--- config.mk ---
export PLATFORM = sky130hd
export DESIGN_NAME = frontEnd
export DESIGN_NICKNAME = d
export VERILOG_FILES = /design/src/hdl/frontEndPkg.sv /design/src/hdl/frontEnd.sv /design/src/hdl/instrDecode.sv /design/src/hdl/fetchQueue.sv /design/src/hdl/fetchUnit.sv /design/src/hdl/icache.sv
export VERILOG_INCLUDE_DIRS = /design/src /design/src/hdl
export SDC_FILE = /design/constraint.sdc
export NUM_CORES = 1
export LEC_CHECK = 0
export BUFFER_PORTS_ARGS = -buffer_cell sky130_fd_sc_hd__buf_2
export CORE_MARGIN = 1.5
export CORE_UTILIZATION = 40
export DETAILED_ROUTE_END_ITERATION = 16
export GPL_TIMING_DRIVEN = 0
export SETUP_SLACK_MARGIN = 0.15
export SLEW_MARGIN = 30
export SYNTH_ARGS = -nofsm -noshare
export SYNTH_HDL_FRONTEND = slang
export SYNTH_MEMORY_MAX_BITS = 65536
export SYNTH_SLANG_ARGS = --single-unit
--- constraint.sdc ---
create_clock -name clk -period 15.8 [get_ports clk]
set_input_delay 0.79 -clock clk [delete_from_list [all_inputs] [get_ports clk]]
set_output_delay 0.79 -clock clk [all_outputs]
set_load 0.02 [all_outputs]
--- src/hdl/vroom_macros.svh ---
`ifndef VROOM_MACROS_SVH
`define VROOM_MACROS_SVH

// Instruction ROM size in 32-bit words
`define IROM_DEPTH 128

// Fetch queue entries
`define FQ_DEPTH 4

// Request tag, top bit is the epoch
`define FE_ID_W 4

`endif
--- src/hdl/frontEndPkg.sv ---
`include "vroom_macros.svh"

package frontEndPkg;

    typedef logic [31:0] t_word;
    typedef logic [31:0] t_pc;
    typedef logic [4:0] t_reg;
    typedef logic [`FE_ID_W-1:0] t_feId;

    typedef struct packed {
        logic valid;
        t_feId id;
        t_pc addr;
    } t_memReq;

    typedef struct packed {
        logic valid;
        t_feId id;
        t_word data;
    } t_memRsp;

    typedef struct packed {
        t_pc pc;
        t_word instr;
    } t_fetchEntry;

    typedef enum logic [2:0] {
        ALU_REG,
        ALU_IMM,
        SHIFT_IMM,
        HALT,
        ILLEGAL
    } t_instrClass;

    typedef struct packed {
        t_pc pc;
        t_instrClass iclass;
        t_reg rd;
        t_reg rs1;
        t_reg rs2;
        logic [2:0] funct3;
        logic funct7b5; // Selects SUB and SRA/SRAI
        t_word imm;
    } t_decoded;

    localparam logic [6:0] OPC_OP = 7'b0110011;
    localparam logic [6:0] OPC_OPIMM = 7'b0010011;

    // ecall
    localparam t_word HALT_WORD = 32'h0000_0073;

    function automatic t_word rvRType(logic [6:0] f7, t_reg rs2, t_reg rs1,
                                      logic [2:0] f3, t_reg rd);
        return {f7, rs2, rs1, f3, rd, OPC_OP};
    endfunction

    function automatic t_word rvIType(logic [11:0] imm, t_reg rs1, logic [2:0] f3, t_reg rd);
        return {imm, rs1, f3, rd, OPC_OPIMM};
    endfunction

    function automatic t_word rvADD(t_reg rd, t_reg rs1, t_reg rs2);
        return rvRType(7'b0000000, rs2, rs1, 3'b000, rd);
    endfunction

    function automatic t_word rvSUB(t_reg rd, t_reg rs1, t_reg rs2);
        return rvRType(7'b0100000, rs2, rs1, 3'b000, rd);
    endfunction

    function automatic t_word rvXOR(t_reg rd, t_reg rs1, t_reg rs2);
        return rvRType(7'b0000000, rs2, rs1, 3'b100, rd);
    endfunction

    function automatic t_word rvSLT(t_reg rd, t_reg rs1, t_reg rs2);
        return rvRType(7'b0000000, rs2, rs1, 3'b010, rd);
    endfunction

    function automatic t_word rvSLTU(t_reg rd, t_reg rs1, t_reg rs2);
        return rvRType(7'b0000000, rs2, rs1, 3'b011, rd);
    endfunction

    function automatic t_word rvADDI(t_reg rd, t_reg rs1, logic [11:0] imm);
        return rvIType(imm, rs1, 3'b000, rd);
    endfunction

    function automatic t_word rvXORI(t_reg rd, t_reg rs1, logic [11:0] imm);
        return rvIType(imm, rs1, 3'b100, rd);
    endfunction

    // Shifts reuse the R-type layout with shamt in the rs2 slot
    function automatic t_word rvSLLI(t_reg rd, t_reg rs1, logic [4:0] shamt);
        return {7'b0000000, shamt, rs1, 3'b001, rd, OPC_OPIMM};
    endfunction

    function automatic t_word rvSRLI(t_reg rd, t_reg rs1, logic [4:0] shamt);
        return {7'b0000000, shamt, rs1, 3'b101, rd, OPC_OPIMM};
    endfunction

    function automatic t_word rvSRAI(t_reg rd, t_reg rs1, logic [4:0] shamt);
        return {7'b0100000, shamt, rs1, 3'b101, rd, OPC_OPIMM};
    endfunction

    function automatic t_word rvHALT();
        return HALT_WORD;
    endfunction

endpackage

--- src/hdl/frontEnd.sv ---
`timescale 1ns/10ps
`include "vroom_macros.svh"

module frontEnd (
    input logic clk,
    input logic reset,
    input logic redirectValid,
    input frontEndPkg::t_pc redirectPc,
    output logic redirectReady,
    output logic outValid,
    output frontEndPkg::t_decoded outData,
    input logic outReady,
    output logic halted
);
    import frontEndPkg::*;

    t_memReq req;
    t_memRsp rsp;
    t_fetchEntry pushEntry;
    t_fetchEntry head;
    logic push;
    logic flush;
    logic haltSeen;
    logic headValid;
    logic headReady;
    logic [$clog2(`FQ_DEPTH+1)-1:0] queueCount;

    icache icache_inst (
        .clk(clk),
        .reset(reset),
        .req(req),
        .rsp(rsp)
    );

    fetchUnit fetchUnit_inst (
        .clk(clk),
        .reset(reset),
        .redirectValid(redirectValid),
        .redirectPc(redirectPc),
        .redirectReady(redirectReady),
        .haltSeen(haltSeen),
        .req(req),
        .rsp(rsp),
        .push(push),
        .entry(pushEntry),
        .flush(flush),
        .queueCount(queueCount),
        .halted(halted)
    );

    fetchQueue fetchQueue_inst (
        .clk(clk),
        .reset(reset),
        .flush(flush),
        .push(push),
        .entry(pushEntry),
        .headValid(headValid),
        .head(head),
        .headReady(headReady),
        .count(queueCount)
    );

    instrDecode instrDecode_inst (
        .clk(clk),
        .reset(reset),
        .flush(flush),
        .inValid(headValid),
        .inEntry(head),
        .inReady(headReady),
        .outValid(outValid),
        .outData(outData),
        .outReady(outReady),
        .haltSeen(haltSeen)
    );

endmodule

--- src/hdl/instrDecode.sv ---
`timescale 1ns/10ps

module instrDecode (
    input logic clk,
    input logic reset,
    input logic flush,
    input logic inValid,
    input frontEndPkg::t_fetchEntry inEntry,
    output logic inReady,
    output logic outValid,
    output frontEndPkg::t_decoded outData,
    input logic outReady,
    output logic haltSeen
);
    import frontEndPkg::*;

    t_decoded dec;
    t_word instr;
    logic [6:0] funct7;
    logic holdingHalt;
    logic load;

    assign instr = inEntry.instr;
    assign funct7 = instr[31:25];

    always_comb begin
        dec.pc = inEntry.pc;
        dec.rd = instr[11:7];
        dec.rs1 = instr[19:15];
        dec.rs2 = instr[24:20];
        dec.funct3 = instr[14:12];
        dec.funct7b5 = instr[30];
        dec.imm = '0;
        dec.iclass = ILLEGAL;

        if (instr == HALT_WORD) begin
            dec.iclass = HALT;
        end else if (instr[6:0] == OPC_OP) begin
            if (funct7 == 7'b0000000) begin
                dec.iclass = ALU_REG;
            end else if (funct7 == 7'b0100000 &&
                         (dec.funct3 == 3'b000 || dec.funct3 == 3'b101)) begin
                dec.iclass = ALU_REG; // SUB, SRA
            end
        end else if (instr[6:0] == OPC_OPIMM) begin
            if (dec.funct3 == 3'b001 || dec.funct3 == 3'b101) begin
                if (funct7 == 7'b0000000 ||
                    (funct7 == 7'b0100000 && dec.funct3 == 3'b101)) begin
                    dec.iclass = SHIFT_IMM;
                    dec.imm = {27'd0, instr[24:20]}; // shamt only
                end
            end else begin
                dec.iclass = ALU_IMM;
                dec.imm = {{20{instr[31]}}, instr[31:20]};
            end
        end
    end

    // Nothing follows HALT until fetch is flushed
    assign holdingHalt = outValid && (outData.iclass == HALT);
    assign inReady = (!outValid || outReady) && !holdingHalt;
    assign load = inValid && inReady;
    assign haltSeen = holdingHalt && outReady;

    always_ff @(posedge clk) begin
        if (reset || flush) begin
            outValid <= 1'b0;
        end else if (load) begin
            outValid <= 1'b1;
        end else if (outReady) begin
            outValid <= 1'b0;
        end
    end

    always_ff @(posedge clk) begin
        if (load) begin
            outData <= dec;
        end
    end

endmodule

--- src/hdl/fetchQueue.sv ---
`timescale 1ns/10ps
`include "vroom_macros.svh"

module fetchQueue (
    input logic clk,
    input logic reset,
    input logic flush,
    input logic push,
    input frontEndPkg::t_fetchEntry entry,
    output logic headValid,
    output frontEndPkg::t_fetchEntry head,
    input logic headReady,
    output logic [$clog2(`FQ_DEPTH+1)-1:0] count
);
    import frontEndPkg::*;

    localparam int PTR_W = $clog2(`FQ_DEPTH);
    localparam int CNT_W = $clog2(`FQ_DEPTH + 1);

    t_fetchEntry mem [`FQ_DEPTH];
    logic [PTR_W-1:0] rdPtr;
    logic [PTR_W-1:0] wrPtr;
    logic pop;

    function automatic logic [PTR_W-1:0] nextPtr(logic [PTR_W-1:0] ptr);
        return (ptr == PTR_W'(`FQ_DEPTH - 1)) ? '0 : ptr + 1'b1;
    endfunction

    assign headValid = (count != '0);
    assign head = mem[rdPtr];
    assign pop = headValid && headReady;

    always_ff @(posedge clk) begin
        if (reset || flush) begin
            rdPtr <= '0;
            wrPtr <= '0;
            count <= '0;
        end else begin
            if (push) begin
                wrPtr <= nextPtr(wrPtr);
            end
            if (pop) begin
                rdPtr <= nextPtr(rdPtr);
            end
            count <= count + CNT_W'(push) - CNT_W'(pop);
        end
    end

    always_ff @(posedge clk) begin
        if (push) begin
            mem[wrPtr] <= entry;
        end
    end

endmodule

--- src/hdl/fetchUnit.sv ---
`timescale 1ns/10ps
`include "vroom_macros.svh"

module fetchUnit (
    input logic clk,
    input logic reset,
    input logic redirectValid,
    input frontEndPkg::t_pc redirectPc,
    output logic redirectReady,
    input logic haltSeen,
    output frontEndPkg::t_memReq req,
    input frontEndPkg::t_memRsp rsp,
    output logic push,
    output frontEndPkg::t_fetchEntry entry,
    output logic flush,
    input logic [$clog2(`FQ_DEPTH+1)-1:0] queueCount,
    output logic halted
);
    import frontEndPkg::*;

    localparam int CNT_W = $clog2(`FQ_DEPTH + 1);
    localparam int SEQ_W = `FE_ID_W - 1;

    typedef enum logic {
        RUNNING,
        STOPPED
    } t_fetchState;

    t_fetchState state;
    t_pc fetchPc;
    logic epoch;
    logic [SEQ_W-1:0] seq;
    logic started; // Low during reset and the cycle after
    logic redirectFire;
    logic [CNT_W:0] credits;
    logic rspFresh;

    t_pc pcTable [2**SEQ_W]; // PC of each in-flight id

    assign redirectReady = started;
    assign redirectFire = redirectValid && started;
    assign flush = redirectFire || haltSeen;
    assign halted = (state == STOPPED);

    // A response this cycle is already owed a queue slot
    assign credits = (CNT_W+1)'(`FQ_DEPTH) - ({1'b0, queueCount} + (CNT_W+1)'(rsp.valid));

    always_comb begin
        req.valid = started && (state == RUNNING) && !flush && (credits != '0);
        req.id = {epoch, seq};
        req.addr = fetchPc;
    end

    assign rspFresh = rsp.valid && (rsp.id[`FE_ID_W-1] == epoch);
    assign push = rspFresh && !flush;
    assign entry.pc = pcTable[rsp.id[SEQ_W-1:0]];
    assign entry.instr = rsp.data;

    always_ff @(posedge clk) begin
        if (reset) begin
            state <= RUNNING;
            fetchPc <= '0;
            epoch <= 1'b0;
            seq <= '0;
            started <= 1'b0;
        end else begin
            started <= 1'b1;
            if (redirectFire) begin
                state <= RUNNING;
                fetchPc <= redirectPc;
                epoch <= ~epoch; // Anything still in flight goes stale
            end else if (haltSeen) begin
                state <= STOPPED;
                epoch <= ~epoch;
            end else if (req.valid) begin
                fetchPc <= fetchPc + 32'd4;
                seq <= seq + 1'b1;
            end
        end
    end

    always_ff @(posedge clk) begin
        if (req.valid) begin
            pcTable[seq] <= fetchPc;
        end
    end

endmodule

--- src/hdl/icache.sv ---
`timescale 1ns/10ps
`include "vroom_macros.svh"

module icache (
    input logic clk,
    input logic reset,
    input frontEndPkg::t_memReq req,
    output frontEndPkg::t_memRsp rsp
);
    import frontEndPkg::*;

    localparam int IDX_W = $clog2(`IROM_DEPTH);

    t_word rom [`IROM_DEPTH];

    logic [IDX_W-1:0] idx;

    assign idx = req.addr[IDX_W+1:2]; // Word index

    always_ff @(posedge clk) begin
        if (reset) begin
            rsp.valid <= 1'b0;
        end else begin
            rsp.valid <= req.valid;
        end
        rsp.id <= req.id;
        rsp.data <= rom[idx];
    end

    initial begin
        int a;
        a = 0;
        for (int i = 0; i < `IROM_DEPTH; i++) begin
            rom[i] = rvSUB(0, 0, 0);
        end

        // Clear x1..x5
        rom[a++] = rvXOR(1, 1, 1);
        rom[a++] = rvXOR(2, 2, 2);
        rom[a++] = rvXOR(3, 3, 3);
        rom[a++] = rvXOR(4, 4, 4);
        rom[a++] = rvXOR(5, 5, 5);

        // Build 0xdeadbeef in x1 a byte at a time
        rom[a++] = rvADDI(1, 1, 12'hde);
        rom[a++] = rvSLLI(1, 1, 5'd8);
        rom[a++] = rvADDI(1, 1, 12'had);
        rom[a++] = rvSLLI(1, 1, 5'd8);
        rom[a++] = rvADDI(1, 1, 12'hbe);
        rom[a++] = rvSLLI(1, 1, 5'd8);
        rom[a++] = rvADDI(1, 1, 12'hef);

        // And 0xcafebabe in x2
        rom[a++] = rvADDI(2, 2, 12'hca);
        rom[a++] = rvSLLI(2, 2, 5'd8);
        rom[a++] = rvADDI(2, 2, 12'hfe);
        rom[a++] = rvSLLI(2, 2, 5'd8);
        rom[a++] = rvADDI(2, 2, 12'hba);
        rom[a++] = rvSLLI(2, 2, 5'd8);
        rom[a++] = rvADDI(2, 2, 12'hbe);

        // Shifts and compares on a negative value
        rom[a++] = rvADDI(17, 0, 12'h654);
        rom[a++] = rvXORI(18, 17, 12'hfff);
        rom[a++] = rvSRAI(20, 18, 5'h1);
        rom[a++] = rvSRLI(21, 18, 5'h1);
        rom[a++] = rvXOR(22, 20, 21);
        rom[a++] = rvSLLI(23, 18, 5'd31);
        rom[a++] = rvSLT(12, 20, 21);
        rom[a++] = rvSLTU(13, 20, 21);
        rom[a++] = rvADD(3, 1, 2);
        rom[a++] = rvSUB(4, 3, 1);

        rom[a++] = rvADDI(0, 0, 12'h666); // End of test marker
        rom[a++] = rvHALT();
    end

endmodule

==> results.rst <==
.. list-table::
   :header-rows: 1

   * - Metric
     - Value
   * - Status
     - finished, violations left
   * - Violations in the final reports
     - design-rule violations
   * - Largest cells by area after synthesis
     - sky130_fd_sc_hd__edfxtp_1 (68%), sky130_fd_sc_hd__mux4_2 (10%), sky130_fd_sc_hd__dfxtp_1 (6.4%), sky130_fd_sc_hd__mux2_2 (1.5%), sky130_fd_sc_hd__o21ai_0 (1.1%)
   * - Top library cells by usage in the layout, fill and taps aside
     - sky130_fd_sc_hd__edfxtp_1 (543), sky130_fd_sc_hd__buf_2 (156), sky130_fd_sc_hd__mux4_2 (111), sky130_fd_sc_hd__dfxtp_1 (77), sky130_fd_sc_hd__clkbuf_16 (59)
   * - Post-CTS Setup Repair Bufs
     - 0
   * - Insertion delay of the later-clocked pin in the worst-skew pair
     - ~0.63 ns
   * - Post-synthesis register bit count
     - 620
   * - Antenna violation net count after detailed routing
     - 0
   * - Number of diodes
     - 0
   * - Global-route usage over all layers
     - 17.09%
   * - Overall die height
     - 247.9 um
   * - Root cell of the clock tree
     - sky130_fd_sc_hd__clkbuf_16
   * - Crit path capture type
     - flop
   * - Leak Pwr
     - 9.236 nW
   * - CP Data Required Time
     - ~16 ns
   * - I/O pin total
     - between 100 and 150
   * - Most frequent standard cell in the layout excluding fill and tap cells
     - sky130_fd_sc_hd__edfxtp_1
   * - Maximum capacitance violations
     - 0
   * - Sequential-to-total area share from yosys stat
     - between 70% and 80%
   * - DR pass1 iterations
     - 11
   * - Proportion of layout cells with a drive suffix above 1
     - about 30%
   * - Tightest hold margin
     - 0.3547 ns
   * - Fraction of synthesized cell area taken by the top area cell type
     - 67.95%
   * - Mapped Cells
     - 1286
   * - Final worst path period need
     - about 3.4 ns
   * - Level count of the clock H-tree
     - 2
   * - Count of endpoints failing setup in the final report
     - 0
   * - Number of max-slew violations in the final report
     - 0
   * - Clock transition at the registers of the reported paths
     - approximately 0.060 ns
   * - Detailed placement HPWL
     - ~36000 um
   * - Count of synthesis-stage warnings from yosys
     - 0
   * - Tightest Pin Transition
     - 0.9793 ns
   * - Hold crit path type
     - flop to flop
   * - Pre-CTS setup slack
     - approximately 12 ns
   * - # DRC
     - 5
   * - First-pass GRT wire length
     - 77760 um
   * - DP Cell Count
     - 2233
   * - Post-Layout Cell Count
     - about 2.3k
   * - Setup CP Type
     - flop to flop
   * - Cts bufs inserted
     - 59
   * - Number of nets in the layout
     - ~1.6k
   * - Slack of the worst reg-to-reg path
     - 12.38 ns
   * - Number of DRC violations after detailed-routing iteration 0
     - 1054
   * - Unique masters post-synth
     - 58
   * - Peak supply drop
     - approximately 0.000087 V
   * - Synthesized cell area
     - 0.02400 mm^2
   * - Crit share post-route
     - a little over a fifth
   * - Setup Skew
     - about 0.021 ns
   * - Vias in the first global route
     - approximately 12k
   * - Post-cts repair resize count
     - 0
   * - Total via count after detailed routing
     - 12.43k
   * - Initial Util
     - ~40%
   * - Die outline width
     - 247.9 um
   * - Area of the die
     - between 0.06 and 0.07 mm^2
   * - Fraction of registers with async set/reset
     - 0%
   * - CTS tree
     - built
   * - Unrepaired setup endpoints after global routing
     - no
   * - Maximum fanout along the worst path
     - 7
   * - Pin count of the biggest net entering global routing
     - 40
   * - Achievable Freq
     - 292.5 MHz
   * - Antenna violations before repair
     - 1
   * - Detailed Route WL
     - about 52000 um
   * - Placeable core area
     - ~0.06 mm^2
   * - Number of flops mapped to enable cells by yosys
     - roughly 540
   * - Final total negative setup slack
     - 0 ns
   * - Prevailing post-synth register cell
     - sky130_fd_sc_hd__edfxtp_1
   * - Hold violation count in the final report
     - 0
   * - Worst Setup Slack, final
     - 12.38 ns
   * - Total clock sinks
     - 620
   * - Routed via count divided by cell count
     - 5.301
   * - Post-Syn Area per Cell
     - roughly 19 um^2
   * - Number of buffers added on ports
     - 122
   * - Largest area contributor in the netlist
     - sky130_fd_sc_hd__edfxtp_1
   * - Data arrival time at the worst-slack endpoint
     - around 3.7 ns
   * - Routability Congestion
     - slightly above 0.8
   * - Grt ovf
     - 0
   * - Longest Clk Path Bufs
     - 3
   * - Area overhead of the layout relative to synthesis
     - 16.78%
   * - Slew Limit Headroom
     - a little over a third
   * - Syn_nets
     - between 1k and 1.5k
   * - Power density cells
     - between 150 and 200 mW/mm^2
   * - Number of hold-repair buffers added at the cts stage
     - 0
   * - Critical path launch point type
     - flop
   * - Standard-cell rows
     - between 80 and 90
   * - Routed len/inst
     - around 22 um
==> critical path, cell delays in order (launching register included) <==
cell and delay [ns]:
sky130_fd_sc_hd__dfxtp_1 0.34, sky130_fd_sc_hd__inv_1 0.05, sky130_fd_sc_hd__ha_1 0.19, sky130_fd_sc_hd__ha_1 0.18, sky130_fd_sc_hd__xor2_1 0.18, sky130_fd_sc_hd__o31ai_1 0.21, sky130_fd_sc_hd__nor2_1 0.41, sky130_fd_sc_hd__nand2_1 0.28
sky130_fd_sc_hd__nor3b_2 0.60, sky130_fd_sc_hd__buf_4 0.31, sky130_fd_sc_hd__buf_6 0.16, sky130_fd_sc_hd__buf_4 0.18
==> per-stage QoR <==
stage / area (um^2) / utilization, % / total power [W]
4_1_cts: 28020 / 47.39 / 0.004433
5_1_grt: 28020 / 47.39 / 0.004568
3_5_place_dp: 26110 / 44.15 / 0.003056
6_report: 28020 / 47.39 / 0.004380
2_1_floorplan: 24000 / - / 0.002740
3_3_place_gp: 25570 / 43.25 / 0.003040
==> logic make-up (layout without fill, tap and decap cells) <==
group | count (synthesis) | in the layout | share of synthesized area (%)
buf+inv | 105 | 391 | 2.169
compound gates | 139 | 139 | 3.348
mux | 157 | 157 | 13.18
fa+ha+maj | 21 | 21 | 1.126
other cells | 1 | 1 | 0.01563
flops | 620 | 620 | 74.38
simple gates | 219 | 219 | 4.907
xor+xnor | 24 | 24 | 0.8760
==> path summary, 6_finish.rpt <==
| check | cells after the start | start | end |
|---|---|---|---|
| max | 11 | icache_inst.rsp[36] | fetchUnit_inst.pcTable[6][5] |
| min reg2reg | 0 | fetchUnit_inst.seq[2] | icache_inst.rsp[34] |
| min | 0 | fetchUnit_inst.seq[2] | icache_inst.rsp[34] |
| max reg2reg | 11 | icache_inst.rsp[36] | fetchUnit_inst.pcTable[6][5] |
==> cell type report <==
type | count | area (um^2)
timing repair buffer | 174 | 1082
fill | 4953 | 31110
buffer | 86 | 452.9
tap | 773 | 967.2
clock inverter | 45 | 371.6
multi-input combinational | 561 | 5684
sequential | 620 | 17850
inverter | 19 | 71.32
clock buffer | 67 | 1546
==> sequential cells by signal, indices dropped and copies added (netlist names), named ones only <==
signal,cells
fetchQueue_inst.wrPtr,2
fetchUnit_inst.fetchPc,32
fetchUnit_inst.epoch,1
icache_inst.rsp,27
fetchQueue_inst.mem,224
fetchQueue_inst.rdPtr,2
fetchQueue_inst.count,3
fetchUnit_inst.redirectReady,1
fetchUnit_inst.seq,3
fetchUnit_inst.halted,1
fetchUnit_inst.rsp,2
fetchUnit_inst.pcTable,256
instrDecode_inst.outValid,1
instrDecode_inst.outData,63
==> power by group <==
part           total (W)  leakage, nW  internal [W]  switching [W]
Clock            0.00138        0.936      0.000771       0.000608
Combinational   0.000913         2.68      0.000374       0.000539
Sequential       0.00209         5.62       0.00201      0.0000752
Total            0.00438         9.24       0.00316        0.00122
==> cell usage after synthesis, types with 3 or more instances <==
cell type                  number
sky130_fd_sc_hd__clkbuf_1      39
sky130_fd_sc_hd__buf_4         23
sky130_fd_sc_hd__ha_1          20
sky130_fd_sc_hd__o21ai_0       53
sky130_fd_sc_hd__mux4_1        10
sky130_fd_sc_hd__o31ai_1        4
sky130_fd_sc_hd__buf_1          7
sky130_fd_sc_hd__nand3_1       15
sky130_fd_sc_hd__and4_1         6
sky130_fd_sc_hd__and3_1         5
sky130_fd_sc_hd__nand2_1       44
sky130_fd_sc_hd__a211oi_1       8
sky130_fd_sc_hd__nand4_1        8
sky130_fd_sc_hd__mux2_2        32
sky130_fd_sc_hd__nor4b_1        3
sky130_fd_sc_hd__or3_1         13
sky130_fd_sc_hd__buf_2         14
sky130_fd_sc_hd__mux2i_1        4
sky130_fd_sc_hd__nor2b_1       19
sky130_fd_sc_hd__o31a_1         3
sky130_fd_sc_hd__and2_1        17
sky130_fd_sc_hd__buf_6          3
sky130_fd_sc_hd__a21oi_1       39
sky130_fd_sc_hd__nand2b_1       6
sky130_fd_sc_hd__mux4_2       111
sky130_fd_sc_hd__nor4_1        16
sky130_fd_sc_hd__edfxtp_1     543
sky130_fd_sc_hd__o22ai_1        3
sky130_fd_sc_hd__nor2_1        41
sky130_fd_sc_hd__dfxtp_1       77
sky130_fd_sc_hd__xor2_1         4
sky130_fd_sc_hd__nor3_1        11
sky130_fd_sc_hd__inv_1         19
sky130_fd_sc_hd__xnor2_1       20
sky130_fd_sc_hd__a31oi_1       16
sky130_fd_sc_hd__or4_1          3
==> layer usage <==
metal  vias to the layer above  wire length, um  part of all wire (%)  track usage [%]
met5                         -                0                     0                0
met4                         0             1385                   2.7            5.365
met3                        84             2786                   5.4            3.320
met2                       331            24440                    47            26.61
met1                      6406            23020                    45            24.30
li1                       5610                -                     -                -
Power figures use the tool's default switching activity.
